### src/cplx_pkg.sv
// complex lane package
// shared widths, opcode encodings, flag bit positions and per-opcode
// flag words, plus the multiplier double-word type
`default_nettype none

package cplx_pkg;

  // ========================================
  // widths
  // ========================================
  localparam int SIZE_DATA   = 32;  // operand and result word
  localparam int SIZE_OPCODE = 8;   // issued opcode
  localparam int SIZE_TAG    = 7;   // destination physical register tag
  localparam int SIZE_FLAGS  = 6;   // execution flag word

  // ========================================
  // opcodes
  // ========================================
  localparam logic [SIZE_OPCODE-1:0] MULT_L  = 8'h30;  // signed product, low word
  localparam logic [SIZE_OPCODE-1:0] MULT_H  = 8'h31;  // signed product, high word
  localparam logic [SIZE_OPCODE-1:0] MULTU_L = 8'h32;  // unsigned product, low word
  localparam logic [SIZE_OPCODE-1:0] MULTU_H = 8'h33;  // unsigned product, high word
  localparam logic [SIZE_OPCODE-1:0] DIV_L   = 8'h34;  // signed quotient
  localparam logic [SIZE_OPCODE-1:0] DIV_H   = 8'h35;  // signed remainder
  localparam logic [SIZE_OPCODE-1:0] DIVU_L  = 8'h36;  // unsigned quotient
  localparam logic [SIZE_OPCODE-1:0] DIVU_H  = 8'h37;  // unsigned remainder
  localparam logic [SIZE_OPCODE-1:0] SYSCALL = 8'h0c;  // trap to the kernel

  // ========================================
  // flag bit positions
  // ========================================
  localparam int FLG_MISPREDICT = 0;
  localparam int FLG_EXCEPTION  = 1;
  localparam int FLG_EXECUTED   = 2;
  localparam int FLG_LOW_HALF   = 3;
  localparam int FLG_DEST_VALID = 4;
  localparam int FLG_BRANCH     = 5;

  // flag words per opcode class
  localparam logic [SIZE_FLAGS-1:0] FLAGS_MD_LO =   // low-half mul/div
    (SIZE_FLAGS'(1) << FLG_DEST_VALID) | (SIZE_FLAGS'(1) << FLG_LOW_HALF) |
    (SIZE_FLAGS'(1) << FLG_EXECUTED);
  localparam logic [SIZE_FLAGS-1:0] FLAGS_MD_HI =   // high-half mul/div
    (SIZE_FLAGS'(1) << FLG_DEST_VALID) | (SIZE_FLAGS'(1) << FLG_EXECUTED);
  localparam logic [SIZE_FLAGS-1:0] FLAGS_SYSCALL =
    (SIZE_FLAGS'(1) << FLG_EXECUTED) | (SIZE_FLAGS'(1) << FLG_EXCEPTION);

  // ========================================
  // multiplier double word
  // ========================================
  typedef struct packed {
    logic [SIZE_DATA-1:0] hi;  // upper word of the product
    logic [SIZE_DATA-1:0] lo;  // lower word of the product
  } prod_halves_t;

  // same 64 bits seen as one number or as two words
  typedef union packed {
    logic [2*SIZE_DATA-1:0] full;  // written by the multiplier
    prod_halves_t           half;  // read by the alu half select
  } prod_word_t;

endpackage

`default_nettype wire

### src/cplx_writeback.sv
// complex lane writeback register
// registers the alu output each cycle; flags drop to zero in empty slots
`timescale 1ns/10ps
`default_nettype none

module cplx_writeback (
  input  logic                            clk_i,
  input  logic                            arst_n_i,
  input  logic                            valid_i,
  input  logic [cplx_pkg::SIZE_TAG-1:0]   tag_i,
  input  logic [cplx_pkg::SIZE_DATA-1:0]  result_i,
  input  logic [cplx_pkg::SIZE_FLAGS-1:0] flags_i,
  output logic                            valid_o,
  output logic [cplx_pkg::SIZE_TAG-1:0]   tag_o,
  output logic [cplx_pkg::SIZE_DATA-1:0]  result_o,
  output logic [cplx_pkg::SIZE_FLAGS-1:0] flags_o
);

  // ========================================
  // control, strobe and flags
  // ========================================
  always_ff @(posedge clk_i or negedge arst_n_i) begin
    if (!arst_n_i) begin
      valid_o <= 1'b0;
      flags_o <= '0;                          // nothing executed yet
    end else begin
      valid_o <= valid_i;
      flags_o <= valid_i ? flags_i : '0;      // no stale executed bits
    end
  end

  // ========================================
  // payload
  // ========================================
  always_ff @(posedge clk_i) begin
    tag_o    <= tag_i;                        // qualified by valid_o
    result_o <= result_i;
  end

endmodule

`default_nettype wire

### config.mk
export PLATFORM = sky130hd
export DESIGN_NAME = cplx_writeback
export DESIGN_NICKNAME = d
export VERILOG_FILES = /design/src/cplx_pkg.sv /design/src/cplx_writeback.sv
export SDC_FILE = /design/constraint.sdc
export NUM_CORES = 1
export LEC_CHECK = 0
export CORE_MARGIN = 2
export CORE_UTILIZATION = 59
export DETAILED_ROUTE_END_ITERATION = 10
export DONT_BUFFER_PORTS = 1
export PLACE_DENSITY_LB_ADDON = 0.12
export SLEW_MARGIN = 20
export SYNTH_ARGS = -nofsm -noshare
export SYNTH_HDL_FRONTEND = slang
export SYNTH_SLANG_ARGS = --single-unit
### constraint.sdc
create_clock -name clk_i -period 0.9 [get_ports clk_i]
set_input_delay 0.18 -clock clk_i [delete_from_list [all_inputs] [get_ports clk_i]]
set_output_delay 0.18 -clock clk_i [all_outputs]
set_load 0.1 [all_outputs]
==> results.cfg, run 1 <==
[outcome]
status = did not finish
haltStage = 3_5_place_dp
tool.error = [ERROR DPL-0038] Utilization greater than 100%, impossible to legalize

[synthesis]
synth_area_leaders = dfxtp_1 (79%), dfrtp_1 (18%), and2_1 (3.8%)
yosysSeqAreaShare_pct = 96.22
netlist_area_sq_um = 993.5
postSynthCellCount = 52
syn_area_per_cell_sq_um = 19.10
synth_fp_nets = 100
yosysTopAreaCellShare_pct = 78.59
ys_seq_elements = 46
synth.distinct_cells = 3
ys_warn_count = 0
synth_top_cell_by_area = dfxtp_1

[die]
die_h_microns = 45.04
pin_count = 94
rows = 14
die_w_microns = 45.04
initial_core_util_pct = 64.45

[placement]
globalplace.congestion = 0.7402
numPortBuffers = 0
Yosys cell counts:
master,number
dfxtp_1,39
dfrtp_1,7
and2_1,6
per-stage QoR:
step,instances,hold WS [ns],setup WS (ns)
2_1_floorplan,52,-0.1156,0.07435
3_3_place_gp,114,-0.1153,0.1643
logic make-up after synthesis:
group	synth area share, %
AND/OR/NAND/NOR	3.779
flip-flops	96.22
==> run 2, diff against run 1 <==
--- a/config.mk
+++ b/config.mk
@@ -5,11 +5,11 @@
 export SDC_FILE = /design/constraint.sdc
 export NUM_CORES = 1
 export LEC_CHECK = 0
-export CORE_MARGIN = 2
-export CORE_UTILIZATION = 59
+export CORE_AREA = 2 2 63 65
 export DETAILED_ROUTE_END_ITERATION = 10
+export DIE_AREA = 0 0 65 67
 export DONT_BUFFER_PORTS = 1
-export PLACE_DENSITY_LB_ADDON = 0.12
+export PLACE_DENSITY_LB_ADDON = 0.15
 export SLEW_MARGIN = 20
 export SYNTH_ARGS = -nofsm -noshare
 export SYNTH_HDL_FRONTEND = slang
==> results.cfg, run 2 <==
[outcome]
status = complete, but fails checks
violations = setup timing

[grt]
grt_start_max_net_pins = 15
grtUsageTotal_pct = 15.09
grt_overflow = 0
grt_pass1_vias = 883
antenna_found_initial = 0
grt_pass1_wl_microns = 4581

[timing]
slew_headroom_pct = 79.53
fmax_mhz = 952.2
setup_viol = 46
slew_violations = 0
setup_slack_ns = -0.1502
timing.final.crit_share_pct = 116.7
hold_slack_ns = 0.03156
period_needed_ns = 1.050
rsz0062_at_grt = true
fin_setup_tns_ns = -4.267
hold_viol = 0
worst_pin_slew_ns = 0.3061

[die]
die_area_sq_um = 4355
die_w_microns = 65
rows = 22
pin_count = 94
initial_core_util_pct = 27.55
coreArea_sq_um = 3606
die_h_microns = 67

[layout]
nets = 194
mostFrequentLayoutCell = buf_12
top_register = result_o
syn_to_final_growth_pct = 156.8
largest_register_ffs = 32
largest_registers = result_o: 32 flops, tag_o: 7 flops, flags_o: 6 flops
drive_gt1_share_pct = 67.35
layout_common_cells = buf_12 (46), dlygate4sd3_1 (41), dfxtp_2 (39)
antenna_cells = 0

[setup_path]
crit_fanout = 1
required_ns = 0.72
cp.depth = 1
path_cells = buf_12
critPathKind = reg2out
crit_path_end_kind = output pin
crit_buf_inv = 1
cp.arrival_ns = 0.87
cp_slowest_stage_delay_ns = 0.42
crit_family = flip-flops
start_kind = flip-flop
slowest_stage = dfrtp_2

[power_and_ir_drop]
ir_drop_v = 0.001332
powerDensity_nw_per_um2 = 2011
p_leak_nw = 1.081

[clocking]
cts_resized = 0
postCtsSetupBuffers = 0
cts_buffer_depth = 2
clkSinkCount = 46
root_buffer = clkbuf_8
cts_max_level = 2
cts_tree = yes
cts_buffers = 5
clk_pin_slew_ns = 0.07

[drt]
routed_wirelength_microns = 2828
vias_per_cell = 3.867
vias = 754
avgRoutedWirePerCell_microns = 14.50
ant_nets = 0
firstDrtPassIters = 2
drc = 0
initialDrtViolationCount = 11

[synthesis]
netlist_area_sq_um = 993.5
ys_seq_elements = 46
synthArstFlopShare_pct = 15.22
synth_edf_count = 0
syn_area_per_cell_sq_um = 19.10
synth_common_cells = dfxtp_1 (39), dfrtp_1 (7), and2_1 (6)
yosysSeqAreaShare_pct = 96.22
postSynthCellCount = 52
ys_warn_count = 0
synth.distinct_cells = 3
synth_area_leaders = dfxtp_1 (79%), dfrtp_1 (18%), and2_1 (3.8%)
synth_top_cell_by_area = dfxtp_1
synth_fp_nets = 100
synth_most_common_cell = dfxtp_1
synth_flop_cell = dfxtp_1
yosysTopAreaCellShare_pct = 78.59

[placement]
globalplace.congestion = 0.6467
numPortBuffers = 0

[flow_run]
cap_violations = 0

[hold_path]
holdPathStages = 1
hold_class = in2reg
==> run 2: cell counts after synthesis <==
No cell type changed its count.
==> run 2: report_power, final <==
part	total, mW	switching (mW)	internal [mW]
sequential	2.26	0.0898	2.17
combinational	1.42	0.881	0.534
clock	1.45	0.623	0.830
total	5.13	1.59	3.54
==> run 2: what timing repair did <==
item / CTS / global route
hold buffers: 41 / 0
endpoints found under the hold margin: 47 / 0
endpoints found under the setup margin: 46 / 46
==> run 2: final timing paths <==
path                               to  slack, ns  startpoint
max                        flags_o[0]      -0.15  flags_o[0]
min                        flags_o[5]       0.03     valid_i
max in group asynchronous  flags_o[5]       0.43    arst_n_i
min in group asynchronous  flags_o[3]       0.22    arst_n_i
==> run 2: cells by family (layout without fill, tap and decap cells) <==
family,after synthesis,in the layout,synth area share (%)
simple gates,6,6,3.779
flops,46,46,96.22
buf+inv,0,95,0
==> run 2: per-layer routing <==
layer	part of all wire, %	GRT usage, %	wire (microns)
met1	29	12.85	817
met2	60	30.28	1710
met3	10	7.601	287
met4	0.42	3.989	12
met5	0	0	0
==> run 2: layout make-up <==
cell class,instances,area [sq um]
Clock buffer,6,72.57
Sequential cell,46,1013
Clock inverter,2,36.28
Multi-Input combinational cell,6,37.54
Fill cell,238,1055
Timing Repair Buffer,87,1331
Tap cell,48,60.06
==> run 2: metrics by stage <==
| step | utilization [%] | cell area [sq um] | total power, mW | setup WS (ns) | cells |
|---|---|---|---|---|---|
| after floorplan | - | 1051 | 3.059 | 0.07435 | 52 |
| after global placement | 56.35 | 2032 | 3.570 | 0.1635 | 146 |
| after detailed placement | 56.35 | 2032 | 3.583 | 0.1529 | 146 |
| after CTS | 70.75 | 2551 | 5.181 | -0.1685 | 195 |
| after global routing | 70.75 | 2551 | 5.299 | -0.1844 | 195 |
| final | 70.75 | 2551 | 5.130 | -0.1502 | 195 |
No activity file was read; power rests on OpenSTA's default activity.
==> run 3, diff against run 2 <==
--- a/config.mk
+++ b/config.mk
@@ -6,10 +6,12 @@
 export NUM_CORES = 1
 export LEC_CHECK = 0
 export CORE_AREA = 2 2 63 65
+export CTS_BUF_LIST = sky130_fd_sc_hd__clkbuf_4 sky130_fd_sc_hd__clkbuf_8
 export DETAILED_ROUTE_END_ITERATION = 10
 export DIE_AREA = 0 0 65 67
 export DONT_BUFFER_PORTS = 1
 export PLACE_DENSITY_LB_ADDON = 0.15
+export SKIP_CTS_REPAIR_TIMING = 1
 export SLEW_MARGIN = 20
 export SYNTH_ARGS = -nofsm -noshare
 export SYNTH_HDL_FRONTEND = slang
==> results.cfg, run 3 (synthesis results as in run 2) <==
[clocking]
cts_max_level = 2
clkSinkCount = 46
cts_buffer_depth = 2
root_buffer = clkbuf_8
cts_tree = yes
cts_buffers = 5
clk_pin_slew_ns = 0.07

[grt]
grt_overflow = 0
grt_start_max_net_pins = 15
grt_pass1_vias = 656
grtUsageTotal_pct = 12.65
antenna_found_initial = 0
grt_pass1_wl_microns = 3774

[timing]
timing.final.crit_share_pct = 116.8
fmax_mhz = 951.2
hold_viol = 0
setup_viol = 46
slew_violations = 0
setup_slack_ns = -0.1513
slew_headroom_pct = 79.39
worst_pin_slew_ns = 0.3081
hold_slack_ns = 0.03197
period_needed_ns = 1.051
rsz0062_at_grt = true

[layout]
mostFrequentLayoutCell = buf_12
syn_to_final_growth_pct = 157.2
largest_registers = result_o: 32 flops, tag_o: 7 flops, flags_o: 6 flops
stdcell_area_sq_um = 2555
top_register = result_o
stdcell_count = 195
layout_common_cells = buf_12 (46), dlygate4sd3_1 (41), dfxtp_2 (39)
largest_register_ffs = 32
nets = 194
antenna_cells = 0
drive_gt1_share_pct = 68.03

[drt]
firstDrtPassIters = 2
initialDrtViolationCount = 20
vias = 753
drc = 0
avgRoutedWirePerCell_microns = 13.98
vias_per_cell = 3.862
routed_wirelength_microns = 2727
ant_nets = 0

[setup_path]
cp.arrival_ns = 0.87
path_cells = buf_12
start_kind = flip-flop
crit_family = flip-flops
slowest_stage = dfrtp_2
cp_slowest_stage_delay_ns = 0.42
endpoint = flags_o[0]
crit_path_end_kind = output pin
crit_fanout = 1
cp.depth = 1
crit_buf_inv = 1
critPathKind = reg2out
startpoint = flags_o[0]
required_ns = 0.72

[die]
die_w_microns = 65
pin_count = 94
die_area_sq_um = 4355
die_h_microns = 67
initial_core_util_pct = 27.55
rows = 22
coreArea_sq_um = 3606

[placement]
dp_slack_ns = 0.1529
numPortBuffers = 0
dp_cells = 146
globalplace.congestion = 0.6467
dpl_cell_area_sq_um = 2032

[power_and_ir_drop]
ir_drop_v = 0.001364
powerDensity_nw_per_um2 = 2016
finalPower_mw = 5.150
p_leak_nw = 1.084

[flow_run]
cap_violations = 0

[outcome]
status = complete, but fails checks
violations = setup timing

[hold_path]
hold_class = in2reg
run 3: cell types whose count changed in the layout (fill, tap and decap cells not counted):
cell	change
clkbuf_1	-1
clkbuf_4	+1
run 3: through the flow:
step           util [%]  TNS, ns
2_1_floorplan         -        0
3_3_place_gp      56.35        0
3_5_place_dp      56.35        0
4_1_cts           59.47   -4.918
5_1_grt           70.85   -5.822
6_report          70.85   -4.178
run 3: layout make-up:
type | count | area [sq um]
multi-input cells | 6 | 37.54
repair buffers | 87 | 1331
well taps | 48 | 60.06
fillers | 229 | 1051
clock inverters | 2 | 36.28
flip-flops and latches | 46 | 1013
clock buffers | 6 | 76.32
run 3: worst min-delay path by stage:
| stage | end | cells after the start | from |
|---|---|---|---|
| floorplan | flags_o[0] | 0 | arst_n_i |
| global placement | flags_o[3] | 0 | arst_n_i |
| detailed placement | flags_o[4] | 0 | arst_n_i |
| CTS | flags_o[3] | 0 | arst_n_i |
| global route | flags_o[5] | 1 | valid_i |
| finish | flags_o[5] | 1 | valid_i |
run 3: report_power, final:
group,leakage (nW),switching [mW],internal (mW)
registers,0.409,0.0883,2.17
logic,0.616,0.880,0.534
clock network,0.0591,0.617,0.860
total,1.08,1.58,3.57
run 3: per-layer routing:
metal | track usage, % | part of all wire, % | routed length, microns | up-vias
li1 | - | - | - | 343
met1 | 10.15 | 29 | 789 | 352
met2 | 24.23 | 60 | 1633 | 56
met3 | 8.446 | 11 | 291 | 2
met4 | 3.989 | 0.44 | 12 | 0
met5 | 0 | 0 | 0 | -
