`config.mk`:
```
export PLATFORM = sky130hd
export DESIGN_NAME = complex_alu
export DESIGN_NICKNAME = d
export VERILOG_FILES = /design/src/cplx_pkg.sv /design/src/cplx_mult.sv /design/src/cplx_div.sv /design/src/complex_alu.sv
export SDC_FILE = /design/constraint.sdc
export NUM_CORES = 2
export LEC_CHECK = 0
export CORE_UTILIZATION = 35
export DETAILED_ROUTE_END_ITERATION = 8
export DONT_BUFFER_PORTS = 1
export SETUP_SLACK_MARGIN = 0.5
export SKIP_LAST_GASP = 1
export SLEW_MARGIN = 0
export SYNTH_ARGS = -nofsm -noshare
export SYNTH_HDL_FRONTEND = slang
export SYNTH_SLANG_ARGS = --single-unit
```
`constraint.sdc`:
```
create_clock -name vclk -period 178
set_input_delay 8.9 -clock vclk [all_inputs]
set_output_delay 8.9 -clock vclk [all_outputs]
set_load 0.02 [all_outputs]
```
`src/cplx_pkg.sv`:
```
// complex lane package
// shared widths, opcode encodings, flag bit positions and per-opcode
// flag words, plus the multiplier double-word type
`default_nettype none

package cplx_pkg;

  // ========================================
  // widths
  // ========================================
  localparam int SIZE_DATA   = 32;  // operand and result word
  localparam int SIZE_OPCODE = 8;   // issued opcode
  localparam int SIZE_TAG    = 7;   // destination physical register tag
  localparam int SIZE_FLAGS  = 6;   // execution flag word

  // ========================================
  // opcodes
  // ========================================
  localparam logic [SIZE_OPCODE-1:0] MULT_L  = 8'h30;  // signed product, low word
  localparam logic [SIZE_OPCODE-1:0] MULT_H  = 8'h31;  // signed product, high word
  localparam logic [SIZE_OPCODE-1:0] MULTU_L = 8'h32;  // unsigned product, low word
  localparam logic [SIZE_OPCODE-1:0] MULTU_H = 8'h33;  // unsigned product, high word
  localparam logic [SIZE_OPCODE-1:0] DIV_L   = 8'h34;  // signed quotient
  localparam logic [SIZE_OPCODE-1:0] DIV_H   = 8'h35;  // signed remainder
  localparam logic [SIZE_OPCODE-1:0] DIVU_L  = 8'h36;  // unsigned quotient
  localparam logic [SIZE_OPCODE-1:0] DIVU_H  = 8'h37;  // unsigned remainder
  localparam logic [SIZE_OPCODE-1:0] SYSCALL = 8'h0c;  // trap to the kernel

  // ========================================
  // flag bit positions
  // ========================================
  localparam int FLG_MISPREDICT = 0;
  localparam int FLG_EXCEPTION  = 1;
  localparam int FLG_EXECUTED   = 2;
  localparam int FLG_LOW_HALF   = 3;
  localparam int FLG_DEST_VALID = 4;
  localparam int FLG_BRANCH     = 5;

  // flag words per opcode class
  localparam logic [SIZE_FLAGS-1:0] FLAGS_MD_LO =   // low-half mul/div
    (SIZE_FLAGS'(1) << FLG_DEST_VALID) | (SIZE_FLAGS'(1) << FLG_LOW_HALF) |
    (SIZE_FLAGS'(1) << FLG_EXECUTED);
  localparam logic [SIZE_FLAGS-1:0] FLAGS_MD_HI =   // high-half mul/div
    (SIZE_FLAGS'(1) << FLG_DEST_VALID) | (SIZE_FLAGS'(1) << FLG_EXECUTED);
  localparam logic [SIZE_FLAGS-1:0] FLAGS_SYSCALL =
    (SIZE_FLAGS'(1) << FLG_EXECUTED) | (SIZE_FLAGS'(1) << FLG_EXCEPTION);

  // ========================================
  // multiplier double word
  // ========================================
  typedef struct packed {
    logic [SIZE_DATA-1:0] hi;  // upper word of the product
    logic [SIZE_DATA-1:0] lo;  // lower word of the product
  } prod_halves_t;

  // same 64 bits seen as one number or as two words
  typedef union packed {
    logic [2*SIZE_DATA-1:0] full;  // written by the multiplier
    prod_halves_t           half;  // read by the alu half select
  } prod_word_t;

endpackage

`default_nettype wire

```
`src/cplx_mult.sv`:
```
// complex lane multiplier
// full double-width product, operands read as signed or unsigned
// depending on the select; one shared array for both kinds
`timescale 1ns/10ps
`default_nettype none

module cplx_mult (
  input  logic [cplx_pkg::SIZE_DATA-1:0] a_i,
  input  logic [cplx_pkg::SIZE_DATA-1:0] b_i,
  input  logic                           signed_i,
  output cplx_pkg::prod_word_t           prod_o
);

  import cplx_pkg::*;

  // one extra bit carries the sign, zero for unsigned operands
  logic signed [SIZE_DATA:0]     a_ext;
  logic signed [SIZE_DATA:0]     b_ext;
  logic signed [2*SIZE_DATA-1:0] prod_full;

  // ========================================
  // operand extension
  // ========================================
  assign a_ext = {signed_i & a_i[SIZE_DATA-1], a_i};  // sign or zero extend
  assign b_ext = {signed_i & b_i[SIZE_DATA-1], b_i};

  // ========================================
  // product
  // ========================================
  // 33x33 signed multiply covers both cases, result fits in 64 bits
  assign prod_full = a_ext * b_ext;  // truncated to the double word

  always_comb begin
    prod_o      = '0;
    prod_o.full = prod_full;         // alu picks hi or lo from the union
  end

endmodule

`default_nettype wire

```
`src/cplx_div.sv`:
```
// complex lane divider
// truncating quotient and dividend-signed remainder, with fixed answers
// for a zero divisor and for most-negative / minus one
`timescale 1ns/10ps
`default_nettype none

module cplx_div (
  input  logic [cplx_pkg::SIZE_DATA-1:0] a_i,
  input  logic [cplx_pkg::SIZE_DATA-1:0] b_i,
  input  logic                           signed_i,
  output logic [cplx_pkg::SIZE_DATA-1:0] quot_o,
  output logic [cplx_pkg::SIZE_DATA-1:0] rem_o
);

  import cplx_pkg::*;

  logic                 a_neg;     // dividend negative, signed mode only
  logic                 b_neg;     // divisor negative, signed mode only
  logic                 div_zero;  // divisor is zero
  logic                 div_ovf;   // most-negative / -1
  logic [SIZE_DATA-1:0] a_mag;     // dividend magnitude
  logic [SIZE_DATA-1:0] b_mag;     // divisor magnitude
  logic [SIZE_DATA-1:0] b_safe;    // divisor kept nonzero for the array
  logic [SIZE_DATA-1:0] q_mag;     // unsigned quotient of magnitudes
  logic [SIZE_DATA-1:0] r_mag;     // unsigned remainder of magnitudes

  // ========================================
  // special case detect
  // ========================================
  assign div_zero = (b_i == '0);
  assign div_ovf  = signed_i &&
                    (a_i == {1'b1, {(SIZE_DATA-1){1'b0}}}) &&  // most negative
                    (b_i == '1);                               // minus one

  // ========================================
  // magnitude divide
  // ========================================
  assign a_neg = signed_i & a_i[SIZE_DATA-1];
  assign b_neg = signed_i & b_i[SIZE_DATA-1];

  assign a_mag = a_neg ? (~a_i + 1'b1) : a_i;  // two's complement negate
  assign b_mag = b_neg ? (~b_i + 1'b1) : b_i;

  // keep the array away from divide by zero, its answer is overridden
  assign b_safe = div_zero ? {{(SIZE_DATA-1){1'b0}}, 1'b1} : b_mag;

  assign q_mag = a_mag / b_safe;
  assign r_mag = a_mag % b_safe;

  // ========================================
  // sign fix-up and overrides
  // ========================================
  always_comb begin
    if (div_zero) begin
      quot_o = '1;                   // all ones quotient
      rem_o  = a_i;                  // remainder is the dividend
    end else if (div_ovf) begin
      quot_o = a_i;                  // wraps back to most negative
      rem_o  = '0;
    end else begin
      // quotient negative when signs differ, truncates toward zero
      quot_o = (a_neg ^ b_neg) ? (~q_mag + 1'b1) : q_mag;
      // remainder follows the dividend
      rem_o  = a_neg ? (~r_mag + 1'b1) : r_mag;
    end
  end

endmodule

`default_nettype wire

```
`src/complex_alu.sv`:
```
// complex alu
// decodes mul/div opcodes, drives the multiplier and divider, picks
// the requested half and forms the execution flags
`timescale 1ns/10ps
`default_nettype none

module complex_alu (
  input  logic                             valid_i,
  input  logic [cplx_pkg::SIZE_TAG-1:0]    tag_i,
  input  logic [cplx_pkg::SIZE_OPCODE-1:0] opcode_i,
  input  logic [cplx_pkg::SIZE_DATA-1:0]   data1_i,
  input  logic [cplx_pkg::SIZE_DATA-1:0]   data2_i,
  output logic                             valid_o,
  output logic [cplx_pkg::SIZE_TAG-1:0]    tag_o,
  output logic [cplx_pkg::SIZE_DATA-1:0]   result_o,
  output logic [cplx_pkg::SIZE_FLAGS-1:0]  flags_o
);

  import cplx_pkg::*;

  logic                  use_signed;   // signed operand interpretation
  logic                  sel_prod_lo;  // result is product low word
  logic                  sel_prod_hi;  // result is product high word
  logic                  sel_quot;     // result is quotient
  logic                  sel_rem;      // result is remainder
  prod_word_t            prod;
  logic [SIZE_DATA-1:0]  quot;
  logic [SIZE_DATA-1:0]  rem;
  logic [SIZE_FLAGS-1:0] flags;

  // strobe and tag ride along untouched
  assign valid_o = valid_i;
  assign tag_o   = tag_i;

  // ========================================
  // opcode decode
  // ========================================
  always_comb begin
    use_signed  = 1'b0;
    sel_prod_lo = 1'b0;
    sel_prod_hi = 1'b0;
    sel_quot    = 1'b0;
    sel_rem     = 1'b0;
    flags       = '0;                // unknown opcode, not executed
    case (opcode_i)
      MULT_L:  begin use_signed = 1'b1; sel_prod_lo = 1'b1; flags = FLAGS_MD_LO; end
      MULT_H:  begin use_signed = 1'b1; sel_prod_hi = 1'b1; flags = FLAGS_MD_HI; end
      MULTU_L: begin sel_prod_lo = 1'b1; flags = FLAGS_MD_LO; end
      MULTU_H: begin sel_prod_hi = 1'b1; flags = FLAGS_MD_HI; end
      DIV_L:   begin use_signed = 1'b1; sel_quot = 1'b1; flags = FLAGS_MD_LO; end
      DIV_H:   begin use_signed = 1'b1; sel_rem = 1'b1; flags = FLAGS_MD_HI; end
      DIVU_L:  begin sel_quot = 1'b1; flags = FLAGS_MD_LO; end
      DIVU_H:  begin sel_rem = 1'b1; flags = FLAGS_MD_HI; end
      SYSCALL: begin flags = FLAGS_SYSCALL; end  // result stays zero
      default: begin end
    endcase
    flags[FLG_MISPREDICT] = 1'b0;    // no branch resolution in this lane
    flags[FLG_BRANCH]     = 1'b0;
  end

  assign flags_o = flags;

  // ========================================
  // datapath
  // ========================================
  cplx_mult cplx_mult_i (
    .a_i      (data1_i),
    .b_i      (data2_i),
    .signed_i (use_signed),
    .prod_o   (prod)
  );

  cplx_div cplx_div_i (
    .a_i      (data1_i),
    .b_i      (data2_i),
    .signed_i (use_signed),
    .quot_o   (quot),
    .rem_o    (rem)
  );

  // selects are one-hot or all clear, and-or merge
  assign result_o = ({SIZE_DATA{sel_prod_lo}} & prod.half.lo) |
                    ({SIZE_DATA{sel_prod_hi}} & prod.half.hi) |
                    ({SIZE_DATA{sel_quot}}    & quot)         |
                    ({SIZE_DATA{sel_rem}}     & rem);          // zero otherwise

endmodule

`default_nettype wire

```
# Word level (Yosys, flattened, before mapping)
# Index checks and enable logic that the tools add are counted.
totals:
  register_bits: 0
  elab_cells: 57
  output_inout_bits: 46
classes:
  n_mul: 1
  div: 2
  mux: 15
  n_eq_ne: 11
  reduce_logical: 10
  add_sub_neg: 4
  bitwise_logic: 14
op_table:
  columns: ["cell", "count"]
  rows:
  - ["32-bit 2-to-1 mux", 9]
  - ["32-bit by 1-bit adder with 32-bit output (second input constant)", 4]
  - ["32-bit AND", 4]
  - ["32-bit inverter", 4]
  - ["32-bit OR", 3]
  - ["32-bit equality test (second input constant)", 2]
  - ["8-bit by 6-bit equality test with 1-bit output (second input constant)", 8]
  - ["33-bit by 33-bit multiplier with 64-bit output", 1]
  - ["32-bit by 32-bit divider with 32-bit output", 1]
  - ["32-bit zero test", 1]
  - ["32-bit by 32-bit modulo with 32-bit output", 1]
  - ["5-bit case mux with 3 select lines", 1]
  - ["4-bit OR reduction", 3]
  - ["8-bit by 4-bit equality test with 1-bit output (second input constant)", 1]
  - ["2-bit OR reduction", 4]
  - ["1-bit 2-to-1 mux", 5]
  - ["1-bit AND", 2]
  - ["1-bit logical AND", 2]
  - ["1-bit bitwise XOR", 1]

# Logic depth before layout (Yosys ltp)
logic_depth:
  depth_word: 15
  ltp_mapped: 389
  ltp_nobuf: 351

# Hierarchy
# A second synthesis with hierarchy kept.
hier_totals:
  cells_unflattened: 9834
  hier_area_um2: 75728.9
modules_own_cells:
  columns: ["module", "cells_each", "area_each_um2", "instances", "seq_area_each_um2"]
  rows:
  - ["cplx_mult", 4161, 37905.1, 1, 0.0]
  - ["cplx_div", 5578, 36588.8, 1, 0.0]
  - ["complex_alu", 95, 1234.9, 1, 0.0]

# Worst setup path before layout
# OpenSTA, ideal clock, no wires.
synth_path:
  kind: "input-to-output"
  from: "in data2_i[5] in the netlist's numbering"
  to: "out result_o[30] in the netlist's numbering"
  t_required_ns: 169.100
  stages: 355
  t_arrival_ns: 87.354
  path_slack_ns: 81.746
  cell_sequence: "or4_1 > buf_4 > nor3_1 > a21oi_1 > xnor2_1 > nand4_1 > or2_2 > clkbuf_1 > buf_2 > nor3_2 > nand2_1 > nand2_1 > o21ai_0 > ha_1 > o21a_1 > o21ai_0 > inv_1 > nand2_1 > [... 319 more ...] > nor4_1 > nand4_1 > o211ai_1 > a21o_1 > clkbuf_1 > clkbuf_1 > clkbuf_1 > buf_1 > nand2_1 > o21ai_0 > ha_1 > and4b_1 > nand2_1 > or4_4 > nor3_4 > a31oi_1 > xor2_1 > o211ai_1"
synth_between:
  elab_chain_cells: 13
synth_rtl:
  columns: ["element", "line_no", "rtl"]
  rows:
  - ["start: declaration", "complex_alu.sv:12", "input logic [cplx_pkg::SIZE_DATA-1:0] data2_i,"]
  - ["32-bit inverter", "cplx_div.sv:42", "assign b_mag = b_neg ? (~b_i + 1'b1) : b_i;"]
  - ["32-bit by 1-bit adder with 32-bit output", "cplx_div.sv:42", null]
  - ["32-bit 2-to-1 mux", "cplx_div.sv:42", null]
  - ["32-bit 2-to-1 mux", "cplx_div.sv:45", "assign b_safe = div_zero ? {{(SIZE_DATA-1){1'b0}}, 1'b1} : b_mag;"]
  - ["32-bit by 32-bit divider with 32-bit output", "cplx_div.sv:47", "assign q_mag = a_mag / b_safe;"]
  - ["32-bit inverter", "cplx_div.sv:62", "quot_o = (a_neg ^ b_neg) ? (~q_mag + 1'b1) : q_mag;"]
  - ["32-bit by 1-bit adder with 32-bit output", "cplx_div.sv:62", null]
  - ["32-bit 2-to-1 mux", "cplx_div.sv:62", null]
  - ["32-bit 2-to-1 mux", "cplx_div.sv:57", "end else if (div_ovf) begin"]
  - ["32-bit 2-to-1 mux", "cplx_div.sv:54", "if (div_zero) begin"]
  - ["32-bit AND", "complex_alu.sv:84", "({SIZE_DATA{sel_quot}} & quot) |"]
  - ["32-bit OR", "complex_alu.sv:83", "({SIZE_DATA{sel_prod_hi}} & prod.half.hi) |"]
  - ["32-bit OR (*)", "complex_alu.sv:84", null]
  - ["end: declaration", "complex_alu.sv:15", "output logic [cplx_pkg::SIZE_DATA-1:0] result_o,"]
# Every way passes the cells marked *; elsewhere a longest branch is shown, timed or not.

# Worst setup path in the final report
layout_path:
  from: "in opcode_i[7] in the netlist's numbering"
  to: "out result_o[25] in the netlist's numbering"
layout_between:
  elab_chain_cells: 15
layout_rtl:
  columns: ["element", "line_no", "rtl"]
  rows:
  - ["start: declaration", "complex_alu.sv:10", "input logic [cplx_pkg::SIZE_OPCODE-1:0] opcode_i,"]
  - ["8-bit by 6-bit equality test with 1-bit output", "complex_alu.sv:45", "case (opcode_i)"]
  - ["4-bit OR reduction (no line)", null, null]
  - ["1-bit 2-to-1 mux", "complex_alu.sv:45", null]
  - ["1-bit AND", "cplx_mult.sv:25, cplx_div.sv:39", null]
  - ["32-bit 2-to-1 mux", "cplx_div.sv:42", null]
  - ["32-bit 2-to-1 mux", "cplx_div.sv:45", null]
  - ["32-bit by 32-bit divider with 32-bit output", "cplx_div.sv:47", null]
  - ["32-bit inverter", "cplx_div.sv:62", null]
  - ["32-bit by 1-bit adder with 32-bit output", "cplx_div.sv:62", null]
  - ["32-bit 2-to-1 mux", "cplx_div.sv:62", null]
  - ["32-bit 2-to-1 mux", "cplx_div.sv:57", null]
  - ["32-bit 2-to-1 mux", "cplx_div.sv:54", null]
  - ["32-bit AND", "complex_alu.sv:84", null]
  - ["32-bit OR", "complex_alu.sv:83", null]
  - ["32-bit OR (*)", "complex_alu.sv:84", null]
# Marked as above.

==> flow_summary.json <==
{
  "status": "finished with violations",
  "violations": "design-rule violations, max-capacitance violations, max-slew violations",
  "synth_area_um2": 74200,
  "worstMarginPinSlew_ps": 1570,
  "hold_buffers": 0,
  "antenna_found_initial": 25,
  "cp.arrival_ps": 113670,
  "ioPinCount": 126,
  "layout_min_cycle_time_ps": 122570,
  "syn_area_per_cell_um2": 7.59,
  "core_area_um2": 210000,
  "yosys_warnings": 0,
  "dp_hpwl_um": 289000,
  "start_kind": "input port",
  "ant_nets": 0,
  "die-area_um2": 214000,
  "clkbuf_count": 0,
  "grt_setup_unrepaired": "false",
  "drive_gt1_frac": 0.0416,
  "drc_errors": 1,
  "grt_start_max_net_pins": 58,
  "firstDrtPassIters": 9,
  "seq_cell_count": 0,
  "final_nets": 11400,
  "grt_pass1_wl_um": 535000,
  "slew_headroom": -0.0554,
  "final_cell_mix": "nand2_1, inv_1, fa_1, ha_1, nor2_1",
  "max_freq_mhz": 8.16,
  "track_usage": 0.338,
  "post_cts_buffers": 0,
  "vias": 74900,
  "dp_worst_setup_slack_ps": 59020,
  "worstPathRequired_ps": 169100,
  "slowest_delay_ps": 1120,
  "cp_top_family": "compound AO/OA/AOI/OAI gates",
  "fin_crit_sh": 0.689,
  "slew_viol_final": 3,
  "fill_cells": 22200,
  "critPathKind": "in2out",
  "cp_slowest_cell": "a21oi_1",
  "postCtsResizedCells": 0,
  "die_h_um": 463,
  "rows": 168,
  "portBuffers": 0,
  "synthCells": 9778,
  "layout_setup_ws_ps": 55430,
  "multi_input_area_um2": 67800,
  "place.gp.congestion": 1.05,
  "hold_class": "in2out",
  "setup_viol_count_final": 0,
  "wl_um": 371000,
  "layout_commonest_cell": "nand2_1",
  "final_util": 0.368,
  "routedWlPerCell_um": 30.2,
  "die_width_um": 463,
  "hold_violations": 0,
  "critPathCaptureType": "primary output",
  "path_buf_inv": 27,
  "regArea_um2": 0,
  "setup_tns_ps": 0,
  "synth-seq-area-share": 0,
  "drv_cap": 2,
  "synth_cell_types": 117,
  "first_iter_violations": 8580,
  "cp_max_fo": 40,
  "grt_pass1_vias": 75500,
  "avgViaCountPerCell": 6.11,
  "grt_remaining_overflow": 0,
  "initial_core_util": 0.353,
  "area_growth_pct": 4.18
}
-- worst paths after layout --
| check | startpoint | to | slack [ps] | cells past startpoint |
|---|---|---|---|---|
| worst max-delay path | opcode_i[7] | result_o[25] | 55430 | 328 |
| worst min-delay path | tag_i[1] | tag_o[1] | 17800 | 0 |
-- layer usage --
metal,part of all wire,vias up,global-route usage
met5,0.00017,-,0
met3,0.089,949,0.0587
met4,0.067,10,0.183
li1,-,32100,-
met1,0.41,37700,0.449
met2,0.43,4118,0.522
-- synth_stat cells (26+ instances only) --
| master | count | area share |
|---|---|---|
| buf_2 | 29 | 0.0020 |
| o221ai_1 | 26 | 0.0031 |
| mux2_2 | 33 | 0.0050 |
| or2_2 | 50 | 0.0042 |
| a21boi_0 | 34 | 0.0034 |
| mux2i_1 | 26 | 0.0035 |
| clkbuf_1 | 317 | 0.016 |
| o21a_1 | 132 | 0.013 |
| xor2_1 | 201 | 0.024 |
| o21ai_0 | 399 | 0.027 |
| a22oi_1 | 37 | 0.0037 |
| or3_1 | 81 | 0.0068 |
| a211oi_1 | 80 | 0.0081 |
| nand3_1 | 189 | 0.013 |
| xnor2_1 | 374 | 0.044 |
| a21o_1 | 178 | 0.018 |
| nor3_1 | 206 | 0.014 |
| o21bai_1 | 46 | 0.0047 |
| and3_1 | 65 | 0.0055 |
| nor2_1 | 678 | 0.034 |
| fa_1 | 1126 | 0.30 |
| nand4_1 | 101 | 0.0085 |
| a31oi_1 | 106 | 0.0089 |
| inv_1 | 1267 | 0.064 |
| nand2_1 | 1428 | 0.072 |
| o211ai_1 | 71 | 0.0072 |
| o31ai_1 | 46 | 0.0047 |
| buf_1 | 117 | 0.0059 |
| a21oi_1 | 560 | 0.038 |
| ha_1 | 746 | 0.13 |
| nor4_1 | 64 | 0.0054 |
| nand2b_1 | 69 | 0.0058 |
| and2_1 | 305 | 0.026 |
| nor2b_1 | 60 | 0.0051 |
-- cells by family after synthesis --
logic type / share of synthesized area
adder cells (fa/ha/maj): 0.429
other: 0.0000505
XOR/XNOR: 0.0681
AND/OR/NAND/NOR: 0.218
buffers and inverters: 0.0912
AO/OA/AOI/OAI: 0.185
multiplexers: 0.00870
-- per-stage QoR --
stage	hold WS, ps	instances	area (µm²)
floorplan	17910	9779	74200
global placement	17800	12300	77300
detailed placement	17800	12300	77300
CTS	17800	12300	77300
global route	17800	12300	77300
finish	17800	12300	77300
-- layout make-up --
class / instances / area share
Timing Repair Buffer: 157 / 0.0153
Inverter: 1272 / 0.0617
Antenna cell: 11 / 0.000356
Multi-Input combinational cell: 8019 / 0.877
Tap cell: 2805 / 0.0454
