`src/cplx_pkg.sv`:
```
// complex lane package
// shared widths, opcode encodings, flag bit positions and per-opcode
// flag words, plus the multiplier double-word type
`default_nettype none

package cplx_pkg;

  // ========================================
  // widths
  // ========================================
  localparam int SIZE_DATA   = 32;  // operand and result word
  localparam int SIZE_OPCODE = 8;   // issued opcode
  localparam int SIZE_TAG    = 7;   // destination physical register tag
  localparam int SIZE_FLAGS  = 6;   // execution flag word

  // ========================================
  // opcodes
  // ========================================
  localparam logic [SIZE_OPCODE-1:0] MULT_L  = 8'h30;  // signed product, low word
  localparam logic [SIZE_OPCODE-1:0] MULT_H  = 8'h31;  // signed product, high word
  localparam logic [SIZE_OPCODE-1:0] MULTU_L = 8'h32;  // unsigned product, low word
  localparam logic [SIZE_OPCODE-1:0] MULTU_H = 8'h33;  // unsigned product, high word
  localparam logic [SIZE_OPCODE-1:0] DIV_L   = 8'h34;  // signed quotient
  localparam logic [SIZE_OPCODE-1:0] DIV_H   = 8'h35;  // signed remainder
  localparam logic [SIZE_OPCODE-1:0] DIVU_L  = 8'h36;  // unsigned quotient
  localparam logic [SIZE_OPCODE-1:0] DIVU_H  = 8'h37;  // unsigned remainder
  localparam logic [SIZE_OPCODE-1:0] SYSCALL = 8'h0c;  // trap to the kernel

  // ========================================
  // flag bit positions
  // ========================================
  localparam int FLG_MISPREDICT = 0;
  localparam int FLG_EXCEPTION  = 1;
  localparam int FLG_EXECUTED   = 2;
  localparam int FLG_LOW_HALF   = 3;
  localparam int FLG_DEST_VALID = 4;
  localparam int FLG_BRANCH     = 5;

  // flag words per opcode class
  localparam logic [SIZE_FLAGS-1:0] FLAGS_MD_LO =   // low-half mul/div
    (SIZE_FLAGS'(1) << FLG_DEST_VALID) | (SIZE_FLAGS'(1) << FLG_LOW_HALF) |
    (SIZE_FLAGS'(1) << FLG_EXECUTED);
  localparam logic [SIZE_FLAGS-1:0] FLAGS_MD_HI =   // high-half mul/div
    (SIZE_FLAGS'(1) << FLG_DEST_VALID) | (SIZE_FLAGS'(1) << FLG_EXECUTED);
  localparam logic [SIZE_FLAGS-1:0] FLAGS_SYSCALL =
    (SIZE_FLAGS'(1) << FLG_EXECUTED) | (SIZE_FLAGS'(1) << FLG_EXCEPTION);

  // ========================================
  // multiplier double word
  // ========================================
  typedef struct packed {
    logic [SIZE_DATA-1:0] hi;  // upper word of the product
    logic [SIZE_DATA-1:0] lo;  // lower word of the product
  } prod_halves_t;

  // same 64 bits seen as one number or as two words
  typedef union packed {
    logic [2*SIZE_DATA-1:0] full;  // written by the multiplier
    prod_halves_t           half;  // read by the alu half select
  } prod_word_t;

endpackage

`default_nettype wire

```
`src/cplx_issue_reg.sv`:
```
// complex lane issue register
// captures the issued instruction; strobe every edge, payload only
// when a valid instruction arrives
`timescale 1ns/10ps
`default_nettype none

module cplx_issue_reg (
  input  logic                             clk_i,
  input  logic                             arst_n_i,
  input  logic                             valid_i,
  input  logic [cplx_pkg::SIZE_TAG-1:0]    tag_i,
  input  logic [cplx_pkg::SIZE_OPCODE-1:0] opcode_i,
  input  logic [cplx_pkg::SIZE_DATA-1:0]   data1_i,
  input  logic [cplx_pkg::SIZE_DATA-1:0]   data2_i,
  output logic                             valid_o,
  output logic [cplx_pkg::SIZE_TAG-1:0]    tag_o,
  output logic [cplx_pkg::SIZE_OPCODE-1:0] opcode_o,
  output logic [cplx_pkg::SIZE_DATA-1:0]   data1_o,
  output logic [cplx_pkg::SIZE_DATA-1:0]   data2_o
);

  // strobe, cleared by reset
  always_ff @(posedge clk_i or negedge arst_n_i) begin
    if (!arst_n_i) begin
      valid_o <= 1'b0;               // empty slot after reset
    end else begin
      valid_o <= valid_i;            // one cycle behind the issue strobe
    end
  end

  // payload, loads only on a real instruction
  always_ff @(posedge clk_i) begin
    if (valid_i) begin
      tag_o    <= tag_i;             // destination tag
      opcode_o <= opcode_i;          // operation to perform
      data1_o  <= data1_i;           // dividend / multiplicand
      data2_o  <= data2_i;           // divisor / multiplier
    end
  end

endmodule

`default_nettype wire

```
`config.mk`:
```
export PLATFORM = sky130hd
export DESIGN_NAME = cplx_issue_reg
export DESIGN_NICKNAME = d
export VERILOG_FILES = /design/src/cplx_pkg.sv /design/src/cplx_issue_reg.sv
export SDC_FILE = /design/constraint.sdc
export NUM_CORES = 1
export LEC_CHECK = 0
export BUFFER_PORTS_ARGS = -buffer_cell sky130_fd_sc_hd__clkbuf_2
export CORE_MARGIN = 4
export CORE_UTILIZATION = 44
export DETAILED_ROUTE_END_ITERATION = 16
export PLACE_DENSITY = 0.95
export SLEW_MARGIN = 20
export SYNTH_ARGS = -nofsm -noshare
export SYNTH_HDL_FRONTEND = slang
export SYNTH_SLANG_ARGS = --single-unit
export TNS_END_PERCENT = 100
```
`constraint.sdc`:
```
create_clock -name clk_i -period 1.1 [get_ports clk_i]
set_input_delay 0.22 -clock clk_i [delete_from_list [all_inputs] [get_ports clk_i]]
set_output_delay 0.22 -clock clk_i [all_outputs]
set_load 0.02 [all_outputs]
```
Word-level counts from Yosys, hierarchy flattened
Cells that the tools add are included.
Word-level totals
  input bits: 82
  output and inout bits: 80
  word-level logic and storage cells: 5
  register bits after elaboration: 80

Depth between registers and ports, before layout
Gate-level depths: netlist (run 1).
  word-level depth: 0
  depth in mapped cells: 0
  mapped depth without buffers: 0

Worst setup path before layout (run 1)
Ideal clock, no wire load.
  kind: register to output
  start: register data1_o[0] (netlist bit)
  end: output port data1_o[0] (netlist bit)
  cell stages (with the launch flop): 1
  path buffers: 0
  data required time: 0.880 ns
  slack: 0.431 ns
  data arrival time: 0.449 ns
  cell sequence: edfxtp_1
RTL lines
  start: declaration: RTL line cplx_issue_reg.sv:18  | output logic [cplx_pkg::SIZE_DATA-1:0] data1_o,
  start signal: assignment: RTL line cplx_issue_reg.sv:36  | data1_o <= data1_i;
No word-level cell between the ends.

Final worst setup path (run 1)
  start: register data1_o[17] (netlist bit)
  end: output port data1_o[17] (netlist bit)
No word-level cell between the ends.

==> flow_summary_export.csv, run 1 <==
group,metric,value,unit
run_status,status,"finished, violations left",
run_status,violations,"setup timing",
detailed_routing,antenna_left,0,
power_and_ir_drop,power.share.switching,22.6,%
setup_path,path_class,"reg2out",
timing,fin_ws,-0.0112,ns
timing,slew_violations,0,
place,gp_congestion,0.698,
die,num_rows,26,
timing,worstMarginPinSlew,0.216,ns
setup_path,slowest_stage,"edfxtp_1",
power_and_ir_drop,intPower,5.09,mW
detailed_routing,wl_per_cell,16.7,µm
logic_synthesis,yosysWarnings,0,
timing,hold_viol,0,
global_routing,grt_max_degree,41,
setup_path,crit_arrival,0.89,ns
clock_tree,clockRootBuffer,"clkbuf_8",
place,dp.cells,313,
setup_path,cp.depth,1,
min_path,whs_path_depth,1,
flow_run,maxCapViolCount,0,
die,fp.dieW,81.8,µm
logic_synthesis,synth.distinct_cells,2,
clock_tree,htreeDepth,3,
logic_synthesis,yosysSeqAreaShare,100,%
power_and_ir_drop,clkPwrFrac,29.3,%
die,fp.dieH,81.8,µm
detailed_routing,drt-pass1-iter-count,3,
clock_tree,cts_buffer_depth,2,
power_and_ir_drop,p_leak,1.67,nW
finish,seqCellArea,2400,µm²
detailed_routing,vias,1443,
timing,setup_tns,-0.0150,ns
clock_tree,cts_tree,"built",
place,port_buffers,161,
setup_path,critPathMaxFanout,1,
die,initial_utilization,46.1,%
finish,fin_nets,337,
power_and_ir_drop,ir_drop,990,µV
power_and_ir_drop,seqPwrFrac,56.4,%
die,fp.coreArea,5200,µm²
setup_path,setup.worst_path.start_class,"flop",
finish,n_fill_cell,304,
detailed_routing,drt-initial-drc-count,56,
setup_path,critical_path.top_delay_family,"flip-flops",
setup_path,cp.buffers_inverters,1,
timing,fin_crit_sh,101,%
clock_tree,postCtsSetupBuffers,0,
detailed_routing,drc,0,
logic_synthesis,synthCells,80,
finish,n_antenna_cell,0,
finish,final_cell_mix,"82 x clkbuf_2, 79 x edfxtp_1, 56 x buf_6, 22 x buf_2, 9 x clkbuf_8",
setup_path,endpoint_kind,"primary output",
min_path,whs_endpoint,"tag_o[6]",
min_path,holdCritPathClass,"in2reg",
setup_path,path_cells,"buf_6",
finish,multi_input_area,0,µm²
timing,fmax,0.900,GHz
logic_synthesis,syn_nets,162,
global_routing,grt_pass1_wl,7030,µm
finish,multi_input_gates,0,
power_and_ir_drop,switching_power,1.49,mW
min_path,hp-start,"tag_i[6]",
logic_synthesis,synth-seq-cells,80,
logic_synthesis,syn_area_per_cell,30.0,µm²
die,pin_count,162,
finish,utilization,74.4,%
power_and_ir_drop,combPwrFrac,14.3,%
timing,rsz0062_at_grt,"true",
detailed_routing,vias_per_cell,4.39,
logic_synthesis,netlist_area,2400,µm²
finish,layout-drive-gt1-share,68.0,%
timing,fin_crit,1.11,ns
clock_tree,cts_num_sinks,80,
timing,setup-violations-final,2,
finish,fin_cells,329,
timing,relSlewSlack,85.6,%
global_routing,grt_use_total,15.3,%
setup_path,slowest_delay,0.41,ns
die,die_area,6690,µm²
setup_path,required,0.88,ns
clock_tree,clkTransAtPathRegs,0.07,ns
global_routing,grt-ovfl-total,0,
detailed_routing,routed_wl,5480,µm
power_and_ir_drop,power.density,1700,nW/µm²
finish,layout_commonest_cell,"clkbuf_2",
global_routing,grt_pass1_vias,1469,
global_routing,antenna_found_initial,0,
clock_tree,cts_buffers,9,
finish,area_growth,61.4,%
==> worst max path at each step <==
stage	from	endpoint	slack, ns
floorplan	data1_o[0]	data1_o[0]	0.43
global placement	valid_i	data2_o[19]	0.22
global route	data1_o[17]	data1_o[17]	-0.07
CTS	data1_o[28]	data1_o[28]	-0.04
finish	data1_o[17]	data1_o[17]	-0.01
detailed placement	valid_i	data2_o[11]	0.20
==> what timing repair did <==
action | CTS | global route
hold buffers | 1 | 0
setup endpoints to repair | 44 | 78
endpoints found under the hold margin | 1 | 0
resized for setup | 0 | 190
==> metal layers <==
metal | routed length, µm | GRT usage [%]
met1 | 1630 | 14.0
met3 | 623 | 7.35
met2 | 3100 | 26.9
met5 | 0 | 0
met4 | 134 | 9.30
==> synth_stat cells <==
cell type | n | area, µm²
dfrtp_1 | 1 | 25.0
edfxtp_1 | 79 | 2370
==> layout make-up <==
class / instances / area share [%]
clock inverter: 5 / 1.26
tap: 70 / 2.26
sequential: 80 / 61.9
timing repair buffer: 164 / 31.2
clock buffer: 10 / 3.30
==> power groups by stage <==
stage               registers (mW)  clock network (mW)  logic, mW
CTS                           3.68                2.01      0.758
global placement              3.73                   0      0.737
floorplan                     4.06                   0          0
detailed placement            3.75                   0      0.754
finish                        3.71                1.93      0.940
global route                  3.73                2.15      0.987
==> kinds of logic (layout without fill, tap and decap cells) <==
family                 count (synthesis)  count (layout)  share of synthesized area [%]
buffers and inverters                  0             179                              0
flip-flops                            80              80                            100
==> sequential cells by signal (all words and copies together), names as in the netlist <==
| name | flops |
|---|---|
| data1_o | 32 |
| data2_o | 32 |
| opcode_o | 8 |
| tag_o | 7 |
| valid_o | 1 |
==> through the flow <==
step | worst slack, ns | area [µm²] | power [mW] | hold WS, ns
finish | -0.0112 | 3870 | 6.58 | 0.0652
global route | -0.0667 | 3870 | 6.87 | 0.0326
CTS | -0.0417 | 3520 | 6.45 | 0.0407
detailed placement | 0.202 | 3330 | 4.50 | -0.00285
global placement | 0.221 | 3330 | 4.47 | 0.00185
floorplan | 0.431 | 2400 | 4.06 | -0.0756
(Power assumes the default switching activity.)
==> run 2: changes to the inputs <==
--- a/config.mk
+++ b/config.mk
@@ -6,9 +6,11 @@
 export NUM_CORES = 1
 export LEC_CHECK = 0
 export BUFFER_PORTS_ARGS = -buffer_cell sky130_fd_sc_hd__clkbuf_2
+export CORE_ASPECT_RATIO = 1.4
 export CORE_MARGIN = 4
 export CORE_UTILIZATION = 44
 export DETAILED_ROUTE_END_ITERATION = 16
+export GPL_TIMING_DRIVEN = 0
 export PLACE_DENSITY = 0.95
 export SLEW_MARGIN = 20
 export SYNTH_ARGS = -nofsm -noshare
==> run 2 against run 1 <==
Compared with the run above: the flow still finishes with violations (setup timing); sequential share of layout area decreased by 0.58 points; design area increased by 0.94%; first-iteration DRC count increased by 130%; die area increased by 0.25%; critical endpoint is now data1_o[10].
==> flow_summary_export.csv, run 2 (same netlist as run 1, synthesis figures left out) <==
group,metric,value,unit
detailed_routing,drt-pass1-iter-count,4,
timing,hold_viol,0,
detailed_routing,drc,0,
die,fp.dieH,95.3,µm
detailed_routing,antenna_left,0,
clock_tree,cts_buffer_depth,2,
timing,fmax,0.868,GHz
timing,setup-violations-final,27,
clock_tree,htreeDepth,3,
finish,n_antenna_cell,0,
die,initial_utilization,45.8,%
global_routing,grt_max_degree,62,
die,fp.dieW,70.4,µm
place,port_buffers,161,
clock_tree,cts_buffers,9,
detailed_routing,vias,1486,
setup_path,required,0.88,ns
power_and_ir_drop,power.density,1790,nW/µm²
timing,fin_crit,1.15,ns
power_and_ir_drop,combPwrFrac,13.7,%
run_status,status,"finished, violations left",
setup_path,cp.buffers_inverters,1,
power_and_ir_drop,intPower,5.36,mW
timing,fin_crit_sh,105,%
finish,multi_input_area,0,µm²
power_and_ir_drop,ir_drop,1140,µV
detailed_routing,wl_per_cell,19.6,µm
global_routing,antenna_found_initial,0,
setup_path,path_cells,"buf_6",
global_routing,grt_use_total,17.2,%
setup_path,critPathMaxFanout,1,
setup_path,path_class,"reg2out",
timing,worstMarginPinSlew,0.320,ns
flow_run,maxCapViolCount,0,
finish,design_area,3910,µm²
power_and_ir_drop,seqPwrFrac,53.3,%
clock_tree,cts_num_sinks,80,
timing,setup_tns,-0.461,ns
place,gp_congestion,0.742,
finish,n_fill_cell,296,
timing,slew_violations,0,
setup_path,endpoint_kind,"primary output",
global_routing,grt_pass1_vias,1542,
clock_tree,clockRootBuffer,"clkbuf_8",
timing,relSlewSlack,78.7,%
setup_path,setup.worst_path.start_class,"flop",
die,die_area,6710,µm²
finish,final_cell_mix,"83 x clkbuf_2, 79 x edfxtp_1, 58 x buf_6, 19 x buf_2, 9 x clkbuf_8",
die,fp.coreArea,5240,µm²
finish,reg_top3,"data1_o (32), data2_o (32), opcode_o (8)",
detailed_routing,vias_per_cell,4.57,
finish,layout-drive-gt1-share,68.3,%
min_path,holdCritPathClass,"in2reg",
setup_path,crit_start,"data1_o[10]",
finish,area_growth,62.9,%
global_routing,grt-ovfl-total,0,
place,postPlaceCellArea,3320,µm²
finish,layout_commonest_cell,"clkbuf_2",
power_and_ir_drop,power.share.switching,23.3,%
die,pin_count,162,
setup_path,critical_path.top_delay_family,"flip-flops",
clock_tree,cts_tree,"built",
clock_tree,clkTransAtPathRegs,0.09,ns
power_and_ir_drop,switching_power,1.63,mW
timing,rsz0062_at_grt,"true",
power_and_ir_drop,p_leak,1.68,nW
finish,multi_input_gates,0,
run_status,violations,"setup timing",
power_and_ir_drop,clkPwrFrac,33.1,%
setup_path,slowest_delay,0.44,ns
place,place_hpwl,4530,µm
setup_path,crit_arrival,0.93,ns
global_routing,grt_pass1_wl,8250,µm
min_path,hp-start,"data1_i[30]",
detailed_routing,routed_wl,6380,µm
finish,fin_nets,336,
timing,fin_ws,-0.0515,ns
setup_path,slowest_stage,"edfxtp_1",
detailed_routing,drt-initial-drc-count,126,
die,num_rows,31,
finish,seqCellArea,2400,µm²
==> run 2: area by class of cell <==
type | instances | share of cell area (%)
Sequential cell | 80 | 61.4
Timing Repair Buffer | 163 | 30.9
Clock buffer | 10 | 3.27
Clock inverter | 6 | 2.31
Tap cell | 66 | 2.11
==> run 2: final timing paths <==
path,end,slack (ns),depth (start not counted)
worst max-delay path,data1_o[10],-0.05,1
max in group asynchronous,valid_o,0.82,2
min in group asynchronous,valid_o,0.20,2
worst min-delay path,data1_o[30],0.05,1
==> run 2: timing repair <==
item	4_1_cts	5_1_grt
resized for setup	0	196
endpoints found under the setup margin	53	78
hold buffers	1	0
endpoints found under the hold margin	1	0
setup buffers	0	0
==> run 2: routing by layer <==
metal	global-route usage, %	vias up	share of wire (%)
met5	0	-	0
met4	7.19	0	1.3
met1	18.6	703	31
met2	29.1	103	56
li1	-	672	-
met3	8.23	8	12
==> run 2: power by group through the flow <==
stage | combinational, mW | clock (mW) | sequential [mW]
5_1_grt | 0.996 | 2.50 | 3.75
4_1_cts | 0.763 | 2.34 | 3.69
3_3_place_gp | 0.724 | 0 | 3.74
3_5_place_dp | 0.758 | 0 | 3.75
6_report | 0.955 | 2.31 | 3.73
2_1_floorplan | 0 | 0 | 4.06
==> run 2: metrics by stage <==
step / util [%] / total power, mW / hold slack (ns) / worst slack (ns) / std cells
3_5_place_dp: 63.3 / 4.51 / -0.00274 / -0.106 / 308
2_1_floorplan: - / 4.06 / -0.0756 / 0.431 / 80
4_1_cts: 67.7 / 6.79 / 0.0385 / -0.0847 / 325
5_1_grt: 74.6 / 7.24 / 0.0264 / -0.0753 / 325
6_report: 74.6 / 6.99 / 0.0489 / -0.0515 / 325
3_3_place_gp: 62.7 / 4.47 / -0.00323 / -0.824 / 307
==> run 3: changes to the inputs <==
--- a/config.mk
+++ b/config.mk
@@ -7,7 +7,7 @@
 export LEC_CHECK = 0
 export BUFFER_PORTS_ARGS = -buffer_cell sky130_fd_sc_hd__clkbuf_2
 export CORE_ASPECT_RATIO = 1.4
-export CORE_MARGIN = 4
+export CORE_MARGIN = 5
 export CORE_UTILIZATION = 44
 export DETAILED_ROUTE_END_ITERATION = 16
 export GPL_TIMING_DRIVEN = 0
==> run 3 against run 2 <==
Compared with the run above: the run still ends with setup timing left; final cell count fell by 0.31%; design area fell by 3.2%; non-clock buffer count did not move; utilization fell by 2.4 points; worst hold slack improved by 0.018 ns.
==> flow_summary_export.csv, run 3 (same netlist as run 1, synthesis figures left out) <==
group,metric,value,unit
power_and_ir_drop,power.share.switching,22.0,%
global_routing,grt_max_degree,45,
setup_path,cp.buffers_inverters,1,
finish,multi_input_area,0,µm²
setup_path,endpoint_kind,"primary output",
setup_path,slowest_delay,0.41,ns
finish,area_growth,57.8,%
setup_path,path_cells,"buf_6",
detailed_routing,vias_per_cell,4.39,
power_and_ir_drop,clkPwrFrac,32.2,%
die,die_area,7050,µm²
finish,layout_commonest_cell,"clkbuf_2",
finish,reg_top3,"data1_o (32), data2_o (32), opcode_o (8)",
timing,setup-violations-final,4,
finish,utilization,72.2,%
run_status,violations,"setup timing",
timing,fin_crit_sh,101,%
setup_path,required,0.88,ns
global_routing,grt_pass1_vias,1606,
min_path,hp-start,"opcode_i[1]",
clock_tree,cts_tree,"built",
power_and_ir_drop,ir_drop,1200,µV
power_and_ir_drop,switching_power,1.49,mW
die,fp.coreArea,5240,µm²
timing,worstMarginPinSlew,0.506,ns
detailed_routing,drt-initial-drc-count,73,
min_path,whs_endpoint,"opcode_o[1]",
setup_path,critical_path.top_delay_family,"flip-flops",
clock_tree,cts_buffer_depth,2,
power_and_ir_drop,p_total,6.76,mW
clock_tree,cts_buffers,9,
clock_tree,htreeDepth,3,
die,pin_count,162,
detailed_routing,routed_wl,5510,µm
finish,final_cell_mix,"85 x clkbuf_2, 79 x edfxtp_1, 42 x buf_6, 33 x buf_2, 9 x clkbuf_8",
timing,slew_violations,0,
timing,hold_viol,0,
power_and_ir_drop,combPwrFrac,13.1,%
timing,fin_crit,1.11,ns
run_status,status,"finished, violations left",
timing,rsz0062_at_grt,"true",
min_path,whs_path_depth,1,
setup_path,path_class,"reg2out",
place,port_buffers,161,
power_and_ir_drop,seqPwrFrac,54.8,%
clock_tree,clockRootBuffer,"clkbuf_8",
detailed_routing,drc,0,
timing,fmax,0.901,GHz
timing,fin_ws,-0.0103,ns
timing,relSlewSlack,66.3,%
die,fp.dieW,72.4,µm
detailed_routing,drt-pass1-iter-count,4,
power_and_ir_drop,power.density,1790,nW/µm²
place,gp_congestion,0.670,
global_routing,grt-ovfl-total,0,
finish,fin_nets,336,
power_and_ir_drop,intPower,5.28,mW
finish,layout-drive-gt1-share,67.8,%
finish,multi_input_gates,0,
flow_run,maxCapViolCount,0,
clock_tree,postCtsSetupBuffers,0,
global_routing,grt_use_total,15.4,%
min_path,holdCritPathClass,"in2reg",
die,num_rows,31,
setup_path,critPathMaxFanout,1,
die,initial_utilization,45.8,%
die,fp.dieH,97.3,µm
detailed_routing,vias,1423,
setup_path,crit_arrival,0.89,ns
finish,n_antenna_cell,0,
global_routing,grt_pass1_wl,7900,µm
power_and_ir_drop,p_leak,1.64,nW
setup_path,slowest_stage,"edfxtp_1",
clock_tree,cts_num_sinks,80,
global_routing,antenna_found_initial,0,
setup_path,setup.worst_path.start_class,"flop",
clock_tree,clkTransAtPathRegs,0.07,ns
finish,n_fill_cell,366,
detailed_routing,wl_per_cell,17.0,µm
detailed_routing,antenna_left,0,
run 3: cell count changes in the layout (fill, tap and decap cells not counted):
cell	before	now
buf_12	0	1
buf_16	1	0
buf_2	19	33
buf_6	58	42
clkbuf_1	1	2
clkbuf_2	83	85
clkinv_2	1	2
clkinvlp_4	1	0
inv_6	2	0
run 3: power by group through the flow:
stage / Clock (mW) / Combinational, mW / Sequential (mW)
after global placement: 0 / 0.719 / 3.74
after floorplan: 0 / 0 / 4.06
after CTS: 2.24 / 0.753 / 3.68
after global routing: 2.39 / 0.929 / 3.72
after detailed placement: 0 / 0.749 / 3.75
final: 2.18 / 0.884 / 3.70
run 3: repair_timing:
action	in CTS	in global routing
endpoints found under the hold margin	1	0
resized for setup	0	161
hold buffers	1	0
endpoints found under the setup margin	30	75
run 3: worst max-delay path by stage:
stage                     start     endpoint  slack (ns)  depth (start not counted)
floorplan            data1_o[0]   data1_o[0]        0.43                          0
global placement        valid_i   data1_o[8]       -0.83                          1
detailed placement      valid_i   data1_o[0]       -0.22                          2
CTS                 data1_o[17]  data1_o[17]       -0.03                          1
global route         data2_o[3]   data2_o[3]       -0.06                          1
finish               data2_o[3]   data2_o[3]       -0.01                          1
run 3: area by class of cell:
class | instances | area (µm²) | area share (%)
clock inverter | 4 | 70.1 | 1.85
sequential | 80 | 2400 | 63.4
clock buffer | 11 | 131 | 3.47
timing repair buffer | 163 | 1100 | 29.1
tap | 66 | 82.6 | 2.18
run 3: metrics by stage:
step	hold WS (ns)	TNS [ns]	cells	area [µm²]	worst slack [ns]
after floorplan	-0.0756	0	80	2400	0.431
after global placement	-0.00317	-66.33	307	3290	-0.834
after global routing	0.0383	-1.72	324	3780	-0.0620
after detailed placement	0.00150	-9.59	308	3310	-0.225
final	0.0673	-0.0263	324	3780	-0.0103
after CTS	0.0481	-0.388	324	3520	-0.0333
run 3: routing by layer:
layer | GRT usage (%) | up-vias | share of wire, %
met2 | 26.9 | 97 | 55
li1 | - | 670 | -
met3 | 6.73 | 8 | 13
met1 | 14.8 | 648 | 31
met5 | 0 | - | 0
met4 | 7.81 | 0 | 1.3
